File: config.mk
export PLATFORM = sky130hd
export DESIGN_NAME = game_rom_top
export DESIGN_NICKNAME = d
export VERILOG_FILES = /design/src/rom_slot_pkg.sv /design/src/sdram_pkg.sv /design/src/game_rom_top.sv /design/src/ioctl_dwnld.sv /design/src/rom_arbiter.sv /design/src/rom_bank.sv /design/src/rom_slot_cache.sv
export VERILOG_INCLUDE_DIRS = /design/src
export SDC_FILE = /design/constraint.sdc
export NUM_CORES = 1
export LEC_CHECK = 0
export ABC_AREA = 1
export BUFFER_PORTS_ARGS = -buffer_cell sky130_fd_sc_hd__buf_2
export CAP_MARGIN = 20
export CORE_ASPECT_RATIO = 1.2
export CORE_MARGIN = 2
export CORE_UTILIZATION = 30
export DETAILED_ROUTE_END_ITERATION = 6
export RECOVER_POWER = 25
export SETUP_SLACK_MARGIN = 0.4
export SLEW_MARGIN = 10
export SYNTH_ARGS = -nofsm -noshare
export SYNTH_HDL_FRONTEND = slang
export SYNTH_SLANG_ARGS = --single-unit
File: constraint.sdc
create_clock -name clk -period 3 [get_ports clk]
set_input_delay 0 -clock clk [delete_from_list [all_inputs] [get_ports clk]]
set_output_delay 0 -clock clk [all_outputs]
set_load 0.01 [all_outputs]
File: src/game_macros.svh
/* SDRAM memory map of the game ROMs. Start values are byte addresses.
   Slot offsets in SDRAM words are these values halved */
`ifndef GAME_MACROS_SVH
`define GAME_MACROS_SVH

// SDRAM word address width
`define SDRAM_AW  22

// Client address widths
`define GFX1_AW   18    // 16-bit words
`define PCM_AW    17    // Bytes
`define SND_AW    15    // Bytes
`define MAIN_AW   18    // Bytes

// Main code sits at byte 0
`define SND_START 25'h040000
`define PCM_START 25'h048000
`define GFX_START 25'h068000

`endif

File: src/rom_slot_pkg.sv
/* Client side types of the ROM slots.
   The enum order is the arbiter priority, GFX1 first */
`include "game_macros.svh"

package rom_slot_pkg;

    typedef enum logic [1:0] {
        GFX1 = 2'd0,
        PCM  = 2'd1,
        SND  = 2'd2,
        MAIN = 2'd3
    } slot_id_e;

    localparam int slot_num = 4;

    // Cache miss request towards the arbiter
    typedef struct packed {
        logic                 req;
        logic [`SDRAM_AW-1:0] addr;     // SDRAM word address
    } slot_req_t;

endpackage

File: src/sdram_pkg.sv
/* SDRAM side types. Words are 16 bits wide.
   The low byte holds the even ROM byte and the high byte the odd one */
`include "game_macros.svh"

package sdram_pkg;

    typedef struct packed {
        logic [7:0] hi;     // Odd byte
        logic [7:0] lo;     // Even byte
    } sdram_bytes_t;

    // 16-bit slots take the word, 8-bit slots pick a byte
    typedef union packed {
        logic [15:0]  word;
        sdram_bytes_t bytes;
    } sdram_word_u;

    // One download write to SDRAM
    typedef struct packed {
        logic [`SDRAM_AW-1:0] addr;     // Word address
        logic [7:0]           data;
        logic [1:0]           mask;     // Active low, bit 0 is the low byte
    } prog_wr_t;

endpackage

File: src/game_rom_top.sv
/* ROM access part of the game core. Reads and download writes share
   sdram_ack, so the SDRAM controller answers whichever side is requesting.
   No read should be in flight when downloading rises */
`include "game_macros.svh"

module game_rom_top (
    input                        clk,
    input                        rst_n,
    input                        downloading,
    // Loader
    input        [24:0]          ioctl_addr,
    input        [7:0]           ioctl_dout,
    input                        ioctl_wr,
    output sdram_pkg::prog_wr_t  prog,
    output logic                 prog_we,
    // ROM clients
    input                        gfx1_cs,
    input        [`GFX1_AW-1:0]  gfx1_addr,
    output logic                 gfx1_ok,
    output logic [15:0]          gfx1_data,
    input                        pcm_cs,
    input        [`PCM_AW-1:0]   pcm_addr,
    output logic                 pcm_ok,
    output logic [7:0]           pcm_data,
    input                        snd_cs,
    input        [`SND_AW-1:0]   snd_addr,
    output logic                 snd_ok,
    output logic [7:0]           snd_data,
    input                        main_cs,
    input        [`MAIN_AW-1:0]  main_addr,
    output logic                 main_ok,
    output logic [7:0]           main_data,
    // SDRAM
    output logic                 sdram_req,
    output logic [`SDRAM_AW-1:0] sdram_addr,
    input                        sdram_ack,
    input                        data_rdy,
    input        [15:0]          data_read
);

    ioctl_dwnld u_dwnld (
        .clk, .rst_n, .downloading,
        .ioctl_addr, .ioctl_dout, .ioctl_wr,
        .sdram_ack, .prog, .prog_we
    );

    rom_bank u_bank (
        .clk, .rst_n, .downloading,
        .gfx1_cs, .gfx1_addr, .gfx1_ok, .gfx1_data,
        .pcm_cs, .pcm_addr, .pcm_ok, .pcm_data,
        .snd_cs, .snd_addr, .snd_ok, .snd_data,
        .main_cs, .main_addr, .main_ok, .main_data,
        .sdram_req, .sdram_addr, .sdram_ack, .data_rdy, .data_read
    );

endmodule

File: src/ioctl_dwnld.sv
/* Turns loader bytes into masked SDRAM word writes. The loader must not
   strobe ioctl_wr again before sdram_ack. Byte address bits above the
   SDRAM range are ignored */
`include "game_macros.svh"

module ioctl_dwnld (
    input                       clk,
    input                       rst_n,
    input                       downloading,
    input        [24:0]         ioctl_addr,
    input        [7:0]          ioctl_dout,
    input                       ioctl_wr,
    input                       sdram_ack,
    output sdram_pkg::prog_wr_t prog,
    output logic                prog_we
);

    always_ff @(posedge clk or negedge rst_n) begin
        if (!rst_n) begin
            prog_we <= 1'b0;
        end else if (ioctl_wr && downloading) begin
            prog_we <= 1'b1;
        end else if (sdram_ack) begin
            prog_we <= 1'b0;                            // Write taken
        end
    end

    always_ff @(posedge clk) begin
        if (ioctl_wr) begin
            prog.addr <= ioctl_addr[`SDRAM_AW:1];
            prog.data <= ioctl_dout;
            prog.mask <= ioctl_addr[0] ? 2'b01 : 2'b10;  // Odd byte to high lane
        end
    end

    // A strobe in the ack cycle itself is still safe
    a_no_overrun: assert property (@(posedge clk) disable iff (!rst_n)
        prog_we && !sdram_ack |-> !ioctl_wr);

endmodule

File: src/rom_arbiter.sv
/* Fixed-priority sequencer for the SDRAM read port. Only one read is in
   flight, and GFX1 wins over PCM, SND and MAIN. Nothing new is granted
   while downloading, though a read already issued still completes */
`include "game_macros.svh"

module rom_arbiter (
    input                                     clk,
    input                                     rst_n,
    input                                     downloading,
    input  rom_slot_pkg::slot_req_t           req [rom_slot_pkg::slot_num],
    input                                     sdram_ack,
    input                                     data_rdy,
    input        [15:0]                       data_read,
    output logic [rom_slot_pkg::slot_num-1:0] rdy,
    output sdram_pkg::sdram_word_u            data,
    output logic                              sdram_req,
    output logic [`SDRAM_AW-1:0]              sdram_addr
);
    import rom_slot_pkg::*;

    typedef enum logic [1:0] {
        IDLE,
        WAIT_ACK,
        WAIT_DATA
    } arb_st_e;

    arb_st_e  st;
    slot_id_e winner;
    slot_id_e granted;
    logic     any_req;

    // Lowest id wins
    // A slot that sees its rdy this cycle still shows its old request
    always_comb begin
        winner  = GFX1;
        any_req = 1'b0;
        for (int i = slot_num - 1; i >= 0; i--) begin
            if (req[i].req && !rdy[i]) begin
                winner  = slot_id_e'(i);
                any_req = 1'b1;
            end
        end
    end

    always_ff @(posedge clk or negedge rst_n) begin
        if (!rst_n) begin
            st        <= IDLE;
            granted   <= GFX1;
            sdram_req <= 1'b0;
            rdy       <= '0;
        end else begin
            rdy <= '0;
            case (st)
                IDLE: begin
                    if (any_req && !downloading) begin
                        granted   <= winner;
                        sdram_req <= 1'b1;
                        st        <= WAIT_ACK;
                    end
                end
                WAIT_ACK: begin
                    if (sdram_ack) begin
                        sdram_req <= 1'b0;
                        st        <= WAIT_DATA;
                    end
                end
                WAIT_DATA: begin
                    if (data_rdy) begin
                        rdy[granted] <= 1'b1;           // Strobe with the data
                        st           <= IDLE;
                    end
                end
                default: st <= IDLE;
            endcase
        end
    end

    always_ff @(posedge clk) begin
        if (st == IDLE) begin
            sdram_addr <= req[winner].addr;
        end
        if (st == WAIT_DATA && data_rdy) begin
            data <= data_read;
        end
    end

    a_req_held: assert property (@(posedge clk) disable iff (!rst_n)
        sdram_req && !sdram_ack |=> sdram_req && $stable(sdram_addr));

    a_no_req_dwnld: assert property (@(posedge clk) disable iff (!rst_n)
        $rose(sdram_req) |-> !$past(downloading));

    // The strobed slot must still be waiting for its word
    a_rdy_onehot: assert property (@(posedge clk) disable iff (!rst_n)
        $onehot0(rdy) && (rdy == '0 || req[granted].req));

endmodule

File: src/rom_bank.sv
/* Four ROM slots sharing one SDRAM read port.
   Region offsets come from the memory map macros */
`include "game_macros.svh"

module rom_bank (
    input                        clk,
    input                        rst_n,
    input                        downloading,
    input                        gfx1_cs,
    input        [`GFX1_AW-1:0]  gfx1_addr,
    output logic                 gfx1_ok,
    output logic [15:0]          gfx1_data,
    input                        pcm_cs,
    input        [`PCM_AW-1:0]   pcm_addr,
    output logic                 pcm_ok,
    output logic [7:0]           pcm_data,
    input                        snd_cs,
    input        [`SND_AW-1:0]   snd_addr,
    output logic                 snd_ok,
    output logic [7:0]           snd_data,
    input                        main_cs,
    input        [`MAIN_AW-1:0]  main_addr,
    output logic                 main_ok,
    output logic [7:0]           main_data,
    output logic                 sdram_req,
    output logic [`SDRAM_AW-1:0] sdram_addr,
    input                        sdram_ack,
    input                        data_rdy,
    input        [15:0]          data_read
);
    import sdram_pkg::*;
    import rom_slot_pkg::*;

    // Word offsets
    localparam int unsigned GFX1_OFFSET = `GFX_START >> 1;
    localparam int unsigned PCM_OFFSET  = `PCM_START >> 1;
    localparam int unsigned SND_OFFSET  = `SND_START >> 1;

    slot_req_t           req [slot_num];    // Indexed by slot_id_e
    logic [slot_num-1:0] rdy;
    sdram_word_u         data;

    rom_slot_cache #(.AW(`GFX1_AW), .DW(16), .OFFSET(GFX1_OFFSET)) u_gfx1 (
        .clk, .rst_n, .downloading, .data,
        .cs(gfx1_cs), .addr(gfx1_addr), .ok(gfx1_ok), .dout(gfx1_data),
        .rdy(rdy[GFX1]), .req(req[GFX1])
    );

    rom_slot_cache #(.AW(`PCM_AW), .DW(8), .OFFSET(PCM_OFFSET)) u_pcm (
        .clk, .rst_n, .downloading, .data,
        .cs(pcm_cs), .addr(pcm_addr), .ok(pcm_ok), .dout(pcm_data),
        .rdy(rdy[PCM]), .req(req[PCM])
    );

    rom_slot_cache #(.AW(`SND_AW), .DW(8), .OFFSET(SND_OFFSET)) u_snd (
        .clk, .rst_n, .downloading, .data,
        .cs(snd_cs), .addr(snd_addr), .ok(snd_ok), .dout(snd_data),
        .rdy(rdy[SND]), .req(req[SND])
    );

    rom_slot_cache #(.AW(`MAIN_AW), .DW(8), .OFFSET(0)) u_main (
        .clk, .rst_n, .downloading, .data,
        .cs(main_cs), .addr(main_addr), .ok(main_ok), .dout(main_data),
        .rdy(rdy[MAIN]), .req(req[MAIN])
    );

    rom_arbiter u_arb (
        .clk, .rst_n, .downloading, .req, .rdy, .data,
        .sdram_ack, .data_rdy, .data_read, .sdram_req, .sdram_addr
    );

endmodule

File: src/rom_slot_cache.sv
/* One ROM slot with a single cached SDRAM word. DW is 8 or 16.
   The client holds cs and addr until ok. 8-bit slots read the high byte
   when addr[0] is set. The cached word is dropped while downloading */
`include "game_macros.svh"

module rom_slot_cache #(
    parameter int          AW     = 18,
    parameter int          DW     = 8,
    parameter int unsigned OFFSET = 0
) (
    input                           clk,
    input                           rst_n,
    input                           downloading,
    input                           cs,
    input        [AW-1:0]           addr,
    input                           rdy,
    input  sdram_pkg::sdram_word_u  data,
    output logic                    ok,
    output logic [DW-1:0]           dout,
    output rom_slot_pkg::slot_req_t req
);
    import sdram_pkg::*;

    localparam int WAW = `SDRAM_AW;

    logic [WAW-1:0] word_addr;
    logic [WAW-1:0] cached_addr;
    logic [WAW-1:0] pend_addr;
    logic           valid;
    logic           pend;
    logic           hit;
    logic           fill;
    sdram_word_u    cached;
    sdram_word_u    src;
    logic [DW-1:0]  dout_nx;

    generate
        if (DW == 16) begin : g_word
            assign word_addr = WAW'(OFFSET) + WAW'(addr);
            assign dout_nx   = src.word;
        end else begin : g_byte
            assign word_addr = WAW'(OFFSET) + WAW'(addr[AW-1:1]);
            assign dout_nx   = addr[0] ? src.bytes.hi : src.bytes.lo;
        end
    endgenerate

    assign hit      = valid && cached_addr == word_addr;
    assign fill     = rdy && pend_addr == word_addr;   // Fetched word is the one asked
    assign src      = rdy ? data : cached;
    assign req.req  = pend;
    assign req.addr = pend_addr;

    always_ff @(posedge clk or negedge rst_n) begin
        if (!rst_n) begin
            valid <= 1'b0;
            pend  <= 1'b0;
            ok    <= 1'b0;
        end else begin
            ok <= cs && !downloading && (hit || fill);
            if (downloading) begin
                valid <= 1'b0;
            end else if (rdy) begin
                valid <= 1'b1;
            end
            if (rdy) begin
                pend <= 1'b0;
            end else if (cs && !hit && !pend && !downloading) begin
                pend <= 1'b1;                           // Miss goes to the arbiter
            end
        end
    end

    always_ff @(posedge clk) begin
        dout <= dout_nx;
        if (rdy) begin
            cached      <= data;
            cached_addr <= pend_addr;
        end
        if (!pend) begin
            pend_addr <= word_addr;                     // Frozen while requesting
        end
    end

    // ok only for a cs whose word now sits in the cache
    a_ok_after_cs: assert property (@(posedge clk) disable iff (!rst_n)
        ok |-> $past(cs) && valid && cached_addr == $past(word_addr));

    a_req_held: assert property (@(posedge clk) disable iff (!rst_n)
        req.req && !rdy |=> req.req && $stable(req.addr));

endmodule

**Yosys cells after proc, flatten, opt, wreduce, memory -nomap -nowiden**

Index checks and enable logic that the tools add are counted.

- Bits in registers: 346
- Output and inout bits: 100
- Logic and storage cells: 170

- Add/subtract/negate cells: 3
- Order comparisons: 3
- Equal/unequal tests: 13
- Multiplexer cells: 46
- Bitwise gates (word level): 1
- Reduce and logical (&&, ||, !) cells: 67

Operators by type and width:

| kind | number |
|---|---|
| 22-bit equality test | 6 |
| 16-bit 2-to-1 mux | 3 |
| 23-bit binary-select mux with 2-bit select | 1 |
| 22-bit 2-to-1 mux | 2 |
| 1-bit logical AND | 36 |
| 17-bit equality test | 2 |
| 1-bit 2-to-1 mux | 24 |
| 8-bit 2-to-1 mux | 3 |
| 2-bit nonzero test | 10 |
| 18-bit by 14-bit adder with 19-bit output, first input constant | 1 |
| 18-bit by 16-bit adder with 19-bit output, first input constant | 1 |
| 18-bit by 18-bit adder with 19-bit output, first input constant | 1 |
| 2-bit 2-to-1 mux | 8 |
| 1-bit zero test | 13 |
| 4-bit 2-to-1 mux | 2 |
| 2-bit inequality test, second input constant | 3 |
| 2-bit case mux with 3 select lines | 1 |
| 3-bit AND reduction | 2 |
| 1-bit logical OR | 4 |
| 3-bit >= comparator, second input constant | 1 |
| 2-bit by 3-bit less-than comparator with 1-bit output, second input constant | 1 |
| 2-bit inverter with 3-bit output | 1 |
| 1-bit demux with 2-bit select | 1 |
| 2-bit by 1-bit equality test with 1-bit output, second input constant | 1 |
| 5 further kinds | 5 |

**Longest topological paths before layout**

Gate-level depths: netlist (run 1).

- Depth after elaboration: 10
- Depth in mapped cells: 12
- Depth with buffers taken out: 12

**Modules after synthesis**

A second synthesis (run 1) with hierarchy kept.

- Cells, all modules: 1,409
- Area total of the unflattened synthesis: 13,645.6 sq um

By module, submodules not included:

| module | instances | cells an instance | area an instance (sq um) | sequential area each (sq um) |
|---|---|---|---|---|
| rom_arbiter | 1 | 349 | 2,707.6 | 1,366.3 |
| rom_slot_cache (u_bank.u_pcm) | 1 | 280 | 2,583.7 | 1,576.5 |
| rom_slot_cache (u_bank.u_main) | 1 | 274 | 2,562.5 | 1,576.5 |
| rom_slot_cache (u_bank.u_gfx1) | 1 | 211 | 2,474.9 | 1,696.6 |
| rom_slot_cache (u_bank.u_snd) | 1 | 257 | 2,312.2 | 1,396.3 |
| ioctl_dwnld | 1 | 38 | 1,004.7 | 985.9 |

**Least setup slack after synthesis (run 1)**

Ideal clock, no wire load.

- Path type: flip-flop to flip-flop
- Start point: register u_bank.u_arb.rdy[0] in the netlist's numbering
- End point: register u_bank.u_arb.sdram_addr[5] (data pin)
- Setup time: 261 ps
- Arrival time: 2,000 ps
- Slack: 739 ps
- Stages on the path, launching flop included: 9
- Period minus slack after synthesis: 2,261 ps
- Cells stage by stage: dfrtp_1 inv_1 nand2_2 nand2_4 a21oi_4 inv_4 buf_6 o21ai_2 o22ai_1

- Word-level cells in the longest chain between the ends: 7

RTL lines:

| element | RTL line | source |
|---|---|---|
| start: declaration | rom_arbiter.sv:14 | `output logic [rom_slot_pkg::slot_num-1:0] rdy,` |
| start signal: assignment | rom_arbiter.sv:50 | `rdy <= '0;` |
| start signal: assignment | rom_arbiter.sv:52 | `rdy <= '0;` |
| start signal: indexed assignment | rom_arbiter.sv:69 | `rdy[granted] <= 1'b1;` |
| 1-bit zero test | rom_arbiter.sv:38 | `if (req[i].req && !rdy[i]) begin` |
| 1-bit logical AND | rom_arbiter.sv:38 |  |
| 2-bit 2-to-1 mux | rom_arbiter.sv:38 |  |
| 2-bit inverter with 3-bit output (not written as such) | rom_arbiter.sv:80 | `sdram_addr <= req[winner].addr;` |
| 23-bit binary-select mux with 2-bit select | rom_arbiter.sv:80 |  |
| 22-bit 2-to-1 mux (not written as such) (2 in series) | rom_arbiter.sv:80 |  |
| end signal: assignment | rom_arbiter.sv:80 |  |
| end: declaration | rom_arbiter.sv:17 | `` output logic [`SDRAM_AW-1:0] sdram_addr `` |

Every way passes these cells. The select of a mux whose other input is x is not followed.
A chain may end at the register's enable or synchronous reset.

**Final worst setup path (run 1)**

- Start point: register u_bank.u_arb.rdy[0] in the netlist's numbering
- End point: register u_bank.u_gfx1.ok

- Word-level cells in the longest chain between the ends: 3

RTL lines:

| element | RTL line | source |
|---|---|---|
| 1-bit logical AND | rom_slot_cache.sv:48 | `assign fill = rdy && pend_addr == word_addr;` |
| 1-bit logical OR | rom_slot_cache.sv:59 | `ok <= cs && !downloading && (hit \|\| fill);` |
| 1-bit logical AND | rom_slot_cache.sv:59 |  |
| end signal: assignment | rom_slot_cache.sv:59 |  |
| end: declaration | rom_slot_cache.sv:18 | `output logic ok,` |

Every way passes these cells.

==> qor.yml, run 1 <==
cts:
  cts_tree: "done"
  clock_sinks: 311
  cts-resized-gates: 0
  cts-root-buf: "clkbuf_16"
  cts.clk_slew.worst_paths_ns: 0.06
  postCtsHoldBufs: 128
  clock_latency_ns: 0.53
  post-cts-setup-buffer-count: 0
  cts_buffers: 34
  htree_levels: 2
  cts_max_path_buffers: 3
outcome:
  outcome: "finished with violations"
  violations: "max-capacitance violations, max-slew violations"
cells_and_area:
  area.growth.synth_to_final_pct: 32.0
  final.fill_count: 3959
  final_cell_mix: "303 x nand2_1, 217 x edfxtp_1, 160 x buf_2"
  mostFrequentLayoutCell: "nand2_1"
  final_area_sq_um: 16400
  nNetsFinal: 1645
  layout-drive-gt1-share_pct: 15.8
placement:
  post-place-ws_ns: 1.02
  place.gp.congestion: 0.883
  dp_hpwl_um: 24900
  dpl_cell_area_sq_um: 14100
  io_buffer_count: 221
global_routing:
  grt_use_total_pct: 16.2
  grt-ovfl-total: 0
  grt_max_degree: 45
  grt_pass1_wl_um: 52200
  grt_pass1_vias: 9313
  antenna_found_initial: 2
synthesis:
  synth-async-reset-ratio_pct: 7.07
  yosysSeqAreaShare_pct: 68.6
  ys_seq_elements: 311
  synth_edf_count: 217
  yosysUniqueCellTypes: 37
  synth_warnings: 0
  syn_area_sq_um: 12400
  synth.avg_cell_area_sq_um: 10.8
  ys_dominant_reg_cell: "edfxtp_1"
  synth_cells: 1147
floorplanning:
  die_y_um: 227
  die-area_sq_um: 43000
  start_util_pct: 30.4
  die_w_um: 190
  design.core.area_sq_um: 40700
  placementRows: 81
  ioPinCount: 227
worst_setup_path:
  critical_path_class: "register to register"
  crit_buf_inv: 2
  crit_path_start_kind: "register"
  cp_slowest_stage_delay_ns: 0.56
  required_ns: 3.48
  reg2reg_setup_slack_ns: 0.84
  arrival_ns: 2.64
  cp_top_family: "buffers and inverters"
  end_kind: "register"
  worstPathMaxFanout: 37
  crit_chain: "buf_4 > nand2_1 > nor2_1 > nand2_1 > nor3_1 > nand3_1 > a21oi_1 > dlygate4sd3_1"
  slowest_stage: "dlygate4sd3_1"
  crit_top_cell: "nand2_1"
sta:
  rsz0062_at_grt: "no"
  worst_slack_ns: 0.840
  fmax_mhz: 463
  fin_crit_ns: 2.16
  setup_viol: 0
  period_share_pct: 72.0
  skew_ns: 0.0278
  worst_pin_slew_ns: 1.86
  slew_violations: 34
  relSlewSlack_pct: -23.8
  final-hold-violation-count: 0
  setup_tns_ns: 0
route:
  ant_nets: 0
  wl_per_cell_um: 16.6
  via_count: 9243
  drt-pass1-iter-count: 7
  viasPerCell: 4.44
  dr.first_iter.drc_count: 538
  drc: 0
  routed_wl_um: 34500
hold_path:
  holdCritPathClass: "input pin to register"
pwr:
  ir_worst_vdd_mv: 0.559
  leakage_nw: 6.83
  power.density_nw_per_um2: 729
job:
  maxCapViolCount: 1
==> cell type report <==
| type | count | area (sq um) | share of cell area [%] |
|---|---|---|---|
| Antenna cell | 2 | 5.00 | 0.0306 |
| Tap cell | 539 | 674 | 4.12 |
| Timing Repair Buffer | 355 | 2360 | 14.4 |
| Inverter | 145 | 554 | 3.39 |
| Clock buffer | 50 | 1000 | 6.13 |
| Multi-Input combinational cell | 669 | 3170 | 19.4 |
| Clock inverter | 11 | 86.3 | 0.528 |
| Sequential cell | 311 | 8510 | 52.0 |
==> registers in the layout (all words and copies together) (netlist names), 17 cells and up <==
signal                     count
u_bank.u_arb.sdram_addr       19
u_dwnld.prog                  32
u_bank.u_pcm.cached_addr      17
u_bank.u_main.pend_addr       17
u_bank.u_gfx1.cached_addr     19
u_bank.u_main.cached_addr     17
u_bank.u_gfx1.pend_addr       19
u_bank.u_pcm.pend_addr        17
==> per-stage QoR <==
stage / power [mW] / std cells / util (%) / hold WS [ns]
final: 11.9 / 2082 / 40.2 / 0.179
after global routing: 12.5 / 2081 / 40.1 / 0.157
after CTS: 12.1 / 2080 / 40.3 / 0.0240
after detailed placement: 7.79 / 1891 / 34.5 / 0.0547
after global placement: 7.74 / 1891 / 34.5 / 0.0556
after floorplan: 6.96 / 1149 / - / -0.296
==> cells in the mapped netlist (2+ instances only) <==
library cell	count	area [sq um]
o211ai_1	4	30.0
edfxtp_1	217	6520
xnor2_1	30	263
buf_6	8	90.1
dfxtp_1	72	1440
clkbuf_1	6	22.5
or2_2	4	25.0
xor2_1	11	96.3
o21ai_0	94	470
nand2_1	303	1140
o21ai_2	10	87.6
a21oi_1	16	80.1
buf_1	3	11.3
nand4_1	5	31.3
inv_4	2	12.5
inv_2	2	7.51
nand3_1	18	90.1
buf_4	5	37.5
nand2_2	3	18.8
ha_1	2	25.0
inv_1	139	522
dfrtp_1	22	551
nor2_1	102	383
buf_2	2	10.0
nor3_1	11	55.1
o21ai_1	14	70.1
o22ai_1	30	188
nand2_4	3	33.8
==> routing by layer <==
layer  part of all wire (%)  global-route usage (%)
met2                     48                    27.8
met5                      0                       0
met3                    7.9                    4.52
met1                     40                    19.1
met4                    3.5                    6.40
==> logic make-up (layout without fill, tap and decap cells) <==
kind of cell	count (synthesis)	after routing	share of synthesized area [%]
and+or+nand+nor	451	451	14.6
DFF	311	311	68.6
AOI/OAI and AO/OA	172	172	7.80
buffers and inverters	169	561	5.86
xor gates and xnor gates	41	41	2.90
adders and majority gates	2	2	0.202
other	1	5	0.0303
==> power by group <==
group          switching [mW]  internal (mW)  leakage (nW)
Clock                    1.68           2.41         0.525
Combinational            1.28          0.745          3.44
Sequential              0.400           5.41          2.86
==> final timing paths <==
| kind | cells past startpoint | to | start |
|---|---|---|---|
| max in group asynchronous | 2 | u_bank.u_arb.rdy[2]$_DFF_PN0_ | rst_n |
| setup / recovery | 8 | u_bank.u_gfx1.ok$_DFF_PN0_ | u_bank.u_arb.rdy[0]$_DFF_PN0_ |
| setup reg to reg | 8 | u_bank.u_gfx1.ok$_DFF_PN0_ | u_bank.u_arb.rdy[0]$_DFF_PN0_ |
| hold / removal | 2 | u_dwnld.prog[3]$_DFFE_PP_ | ioctl_dout[1] |
| min in group asynchronous | 2 | u_bank.u_pcm.ok$_DFF_PN0_ | rst_n |
| hold reg to reg | 2 | u_bank.u_snd.cached[11]$_DFF_P_ | u_bank.u_snd.cached[11]$_DFF_P_ |
Power figures use the tool's default switching activity.
==> run 2: changes to the inputs <==
clock period = 2.1 ns   (was 3 ns; I/O delays follow)
==> qor.yml, run 2 (synthesis gave the netlist of run 1 again) <==
sta:
  relSlewSlack_pct: -22.1  # +1.7 points
  setup_viol: 0  # unchanged
  slew_violations: 34  # unchanged
  fmax_mhz: 605
  rsz0062_at_grt: "no"
  final-hold-violation-count: 0  # unchanged
  fin_crit_ns: 1.65
  setup_tns_ns: 0  # unchanged
  period_share_pct: 78.7
  worst_pin_slew_ns: 1.83  # -0.0261 ns
  skew_ns: 0.0227  # -0.00504 ns
cells_and_area:
  fin_util_pct: 40.6  # +0.45 points
  final_cell_mix: "303 x nand2_1, 217 x edfxtp_1, 156 x buf_2"
  multiInputGateArea_sq_um: 3200  # +0.79%
  final_area_sq_um: 16500  # +1.1%
  area.growth.synth_to_final_pct: 33.5
  regArea_sq_um: 8520  # about the same
  diodes: 0  # -2
  largest-register: "u_dwnld.prog"
  layout-drive-gt1-share_pct: 16.8  # +1.1 points
  largest_register_ffs: 32  # unchanged
  nNetsFinal: 1652  # +0.43%
  mostFrequentLayoutCell: "nand2_1"
  final.fill_count: 3979  # +0.51%
global_routing:
  antenna_found_initial: 1  # -1
  grt-ovfl-total: 0  # unchanged
  grt_max_degree: 45  # unchanged
  grt_use_total_pct: 16.4  # +0.22 points
  grt_pass1_vias: 9583  # +2.9%
  grt_pass1_wl_um: 53600  # +2.7%
cts:
  clock_latency_ns: 0.52  # about the same
  clock_sinks: 311  # unchanged
  cts_buffers: 35  # +2.9%
  htree_levels: 2  # unchanged
  cts_tree: "done"
  cts-root-buf: "clkbuf_16"
  cts_max_path_buffers: 3  # unchanged
  cts.clk_slew.worst_paths_ns: 0.06  # about the same
placement:
  dpl_cell_area_sq_um: 14100  # +0.37%
  dp_hpwl_um: 25400  # +2.0%
  place.gp.congestion: 0.880  # -0.34%
  io_buffer_count: 221  # unchanged
pwr:
  leakage_nw: 6.90  # +0.97%
  ir_worst_vdd_mv: 0.764  # +37%
  total_power_mw: 17.7  # +48%
  power.density_nw_per_um2: 1070  # +47%
outcome:
  violations: "max-capacitance violations, max-slew violations"
  outcome: "finished with violations"
route:
  drt-pass1-iter-count: 5  # -2
  dr.first_iter.drc_count: 638  # +19%
  via_count: 9401  # +1.7%
  ant_nets: 0  # unchanged
  viasPerCell: 4.50  # +1.4%
  routed_wl_um: 35600  # +3.1%
  wl_per_cell_um: 17.0  # +2.8%
  drc: 0  # unchanged
floorplanning:
  die_w_um: 190  # unchanged
  die_y_um: 227  # unchanged
  design.core.area_sq_um: 40700  # unchanged
  ioPinCount: 227  # unchanged
  placementRows: 81  # unchanged
  start_util_pct: 30.4  # unchanged
  die-area_sq_um: 43000  # unchanged
worst_setup_path:
  worstPathMaxFanout: 5  # -86%
  crit_path_start_kind: "input pin"
  arrival_ns: 1.92  # -0.72 ns
  crit_path_start: "gfx1_addr[14]"
  r2r_end: "u_bank.u_gfx1.ok$_DFF_PN0_"
  endpoint: "u_bank.u_gfx1.pend_addr[18]$_DFFE_PN_"
  critical_path_class: "input pin to register"
  required_ns: 2.37  # -1.11 ns
  reg2reg_from: "u_bank.u_arb.rdy[0]$_DFF_PN0_"
  end_kind: "register"
  worst_r2r_path_depth: 7  # -1
  reg2reg_setup_slack_ns: 0.52  # -0.32 ns
hold_path:
  holdCritPathClass: "input pin to register"
job:
  maxCapViolCount: 1  # unchanged
-- run 2: cell count changes in the layout (fill, tap and decap cells not counted), sizes merged --
cell         previous run  this run
dlygate4sd3           128       125
nand2                 310       311
diode                   2         0
buf                   166       170
clkinvlp                2         3
clkinv                  8        11
bufinv                  1         3
-- run 2: power by group --
part	internal [mW]	switching [mW]	leakage, nW
registers	7.73	0.576	2.86
logic	1.15	1.91	3.46
clock network	3.84	2.48	0.583
total	12.7	4.97	6.90
-- run 2: final cells by class --
class	instances	share of cell area, %
multi-input cells	670	19.3
clock inverters	17	1.03
well taps	539	4.08
clock buffers	46	6.23
flip-flops and latches	311	51.5
inverters	145	3.40
repair buffers	360	14.5
-- run 2: per-layer routing --
metal,part of all wire [%],up-vias,track usage (%)
li1,-,4554,-
met1,41,4405,19.4
met2,49,365,29.0
met3,6.8,75,3.47
met4,3.4,2,6.33
met5,0.031,-,0
-- run 2: worst max-delay path, stage by stage --
cell,delay (ns)
dlygate4sd3_1,0.53
clkbuf_1,0.19
ha_1,0.27
nor2_1,0.22
nand2_1,0.13
dlygate4sd3_1,0.58
-- run 2: repair_timing --
item                                    in CTS  in global routing
setup buffers                                0                  3
pin swaps                                    0                  1
resized for setup                            2                  5
endpoints found under the setup margin      20                 24
cloned                                       0                  1
hold buffers                               125                  0
hold endpoints to repair                   181                  0
-- run 2: worst min-delay path by stage --
stage,start,end,slack (ns),depth (start not counted)
final,ioctl_addr[13],u_dwnld.prog[22]$_DFFE_PP_,0.20,2
after global routing,data_read[11],u_bank.u_arb.data[11]$_DFFE_PP_,0.19,2
after CTS,rst_n,u_bank.u_pcm.valid$_DFFE_PN0P_,0.04,2
after detailed placement,rst_n,u_bank.u_pcm.valid$_DFFE_PN0P_,0.05,1
after global placement,rst_n,u_bank.u_pcm.ok$_DFF_PN0_,0.05,1
after floorplan,rst_n,u_bank.u_arb.granted[0]$_DFFE_PN0P_,-0.30,0
-- run 2: metrics by stage --
step / instances / setup WS, ns / hold WS, ns
6_report: 2088 / 0.448 / 0.197
5_1_grt: 2088 / 0.312 / 0.189
4_1_cts: 2084 / 0.407 / 0.0419
3_5_place_dp: 1896 / 0.320 / 0.0527
3_3_place_gp: 1896 / 0.358 / 0.0474
2_1_floorplan: 1149 / 0.408 / -0.296
==> run 3: changes to the inputs <==
clock period = 1.7 ns   (was 2.1 ns; I/O delays follow)
==> qor.yml, run 3 (synthesis gave the netlist of run 1 again) <==
outcome:
  outcome: "finished with violations"
  violations: "max-capacitance violations, max-slew violations"
cts:
  clock_latency_ns: 0.60  # +0.08 ns
  clock_sinks: 311  # unchanged
  cts_tree: "done"
  cts.clk_slew.worst_paths_ns: 0.06  # about the same
  cts_max_path_buffers: 3  # unchanged
  cts-root-buf: "clkbuf_16"
  htree_levels: 1  # -1
  cts_buffers: 31  # -11%
global_routing:
  grt_use_total_pct: 16.1  # -0.25 points
  grt_max_degree: 40  # -11%
  grt_pass1_wl_um: 53000  # -1.2%
  antenna_found_initial: 1  # unchanged
  grt_pass1_vias: 9610  # +0.28%
  grt-ovfl-total: 0  # unchanged
sta:
  setup_tns_ns: 0  # unchanged
  fmax_mhz: 645
  period_share_pct: 91.1
  final-hold-violation-count: 0  # unchanged
  fin_crit_ns: 1.55
  relSlewSlack_pct: -9.68  # +12 points
  worst_pin_slew_ns: 1.65  # -0.186 ns
  rsz0062_at_grt: "yes"
  setup_viol: 0  # unchanged
  slew_violations: 34  # unchanged
  skew_ns: 0.0338  # +0.0110 ns
route:
  drc: 0  # unchanged
  wl_per_cell_um: 16.6  # -2.4%
  ant_nets: 0  # unchanged
  routed_wl_um: 35600  # +0.19%
  viasPerCell: 4.46  # -0.89%
  via_count: 9567  # +1.8%
  dr.first_iter.drc_count: 598  # -6.3%
  drt-pass1-iter-count: 5  # unchanged
cells_and_area:
  final_cell_mix: "299 x nand2_1, 217 x edfxtp_1, 159 x buf_2"
  largest_register_ffs: 32  # unchanged
  layout-drive-gt1-share_pct: 22.4  # +5.6 points
  final_area_sq_um: 17200  # +4.0%
  largest-register: "u_dwnld.prog"
  fin_util_pct: 42.2  # +1.6 points
  nNetsFinal: 1708  # +3.4%
  area.growth.synth_to_final_pct: 38.7
  mostFrequentLayoutCell: "nand2_1"
job:
  maxCapViolCount: 1  # unchanged
worst_setup_path:
  end_kind: "register"
  critical_path_class: "register to register"
  required_ns: 2.03  # -0.34 ns
  worstPathMaxFanout: 5  # unchanged
  crit_buf_inv: 4  # +1
  cp_slowest_stage_delay_ns: 0.43  # -0.15 ns
  cp_top_family: "buffers and inverters"
  slowest_stage: "dfrtp_2"
  crit_chain: "nor2_4 > inv_2 > a21oi_4 > buf_6 > clkinv_8 > buf_4 > o21ai_2 > o22ai_1"
  crit_path_start_kind: "register"
  arrival_ns: 1.88  # -0.04 ns
pwr:
  leakage_nw: 7.17  # +4.0%
  power.density_nw_per_um2: 1240  # +16%
  ir_worst_vdd_mv: 1.05  # +37%
floorplanning:
  die_y_um: 227  # unchanged
  start_util_pct: 30.4  # unchanged
  die-area_sq_um: 43000  # unchanged
  die_w_um: 190  # unchanged
  placementRows: 81  # unchanged
  ioPinCount: 227  # unchanged
  design.core.area_sq_um: 40700  # unchanged
placement:
  dpl_cell_area_sq_um: 14200  # +0.50%
  dp_hpwl_um: 24700  # -2.9%
  io_buffer_count: 221  # unchanged
  place.gp.congestion: 0.845  # -4.0%
hold_path:
  holdCritPathClass: "input pin to register"
## run 3: changes by cell type in the layout (fill, tap and decap cells not counted), sizes merged
cell         before  now
buf             170  230
bufbuf            0    1
bufinv            3    1
clkinv           11    9
clkinvlp          3    1
diode             0    1
dlygate4sd3     125  124
inv             145  146
## run 3: layer usage
metal / global-route usage (%) / share of wire [%] / vias up
met2: 28.3 / 49 / 397
met1: 19.3 / 39 / 4440
met5: 0 / 0 / -
li1: - / - / 4665
met4: 6.70 / 3.6 / 0
met3: 3.28 / 7.9 / 65
## run 3: worst min-delay path, delay by kind of cell
kind	cells	cell delay, ns
simple gates	6	0.34
buf+inv	1	0.21
compound gates	1	0.05
## run 3: cell type report
type,count,area (sq um)
fill,3862,23500
sequential,311,8520
multi-input combinational,670,3420
timing repair buffer,418,3000
clock buffer,48,891
tap,539,674
inverter,145,586
clock inverter,10,82.6
timing repair inverter,2,25.0
antenna,1,2.50
## run 3: final timing paths
kind	from	end	slack, ns	depth (start not counted)
worst max-delay path	u_bank.u_arb.rdy[3]$_DFF_PN0_	u_bank.u_arb.sdram_addr[7]$_DFFE_PP_	0.15	8
worst min-delay path	gfx1_addr[14]	u_bank.u_gfx1.ok$_DFF_PN0_	0.05	8
worst max register to register	u_bank.u_arb.rdy[3]$_DFF_PN0_	u_bank.u_arb.sdram_addr[7]$_DFFE_PP_	0.15	8
worst min register to register	u_bank.u_pcm.cached[9]$_DFF_P_	u_bank.u_pcm.cached[9]$_DFF_P_	0.44	2
max in group asynchronous	rst_n	u_bank.u_arb.rdy[1]$_DFF_PN0_	0.71	3
min in group asynchronous	rst_n	u_bank.u_gfx1.ok$_DFF_PN0_	0.51	3
## run 3: timing repair
item	CTS	global route
hold buffers	124	1
endpoints found under the hold margin	197	2
cloned	5	2
setup endpoints to repair	68	54
pin swaps	7	37
resized for setup	45	60
buffers inserted	23	30
## run 3: power by group
| group | total (mW) | switching, mW | internal, mW |
|---|---|---|---|
| Sequential | 10.2 | 0.662 | 9.55 |
| Clock | 6.64 | 2.89 | 3.75 |
| Combinational | 4.52 | 2.66 | 1.86 |
## run 3: per-stage QoR
stage	hold WS (ns)	total power, mW	std cells	setup slack [ns]
2_1_floorplan	-0.296	12.3	1149	0.00776
3_3_place_gp	0.0442	13.8	1901	0.0760
3_5_place_dp	0.0468	13.9	1901	0.00483
4_1_cts	0.000674	21.3	2111	0.197
5_1_grt	0.0955	22.4	2144	0.0901
6_report	0.0518	21.4	2144	0.151
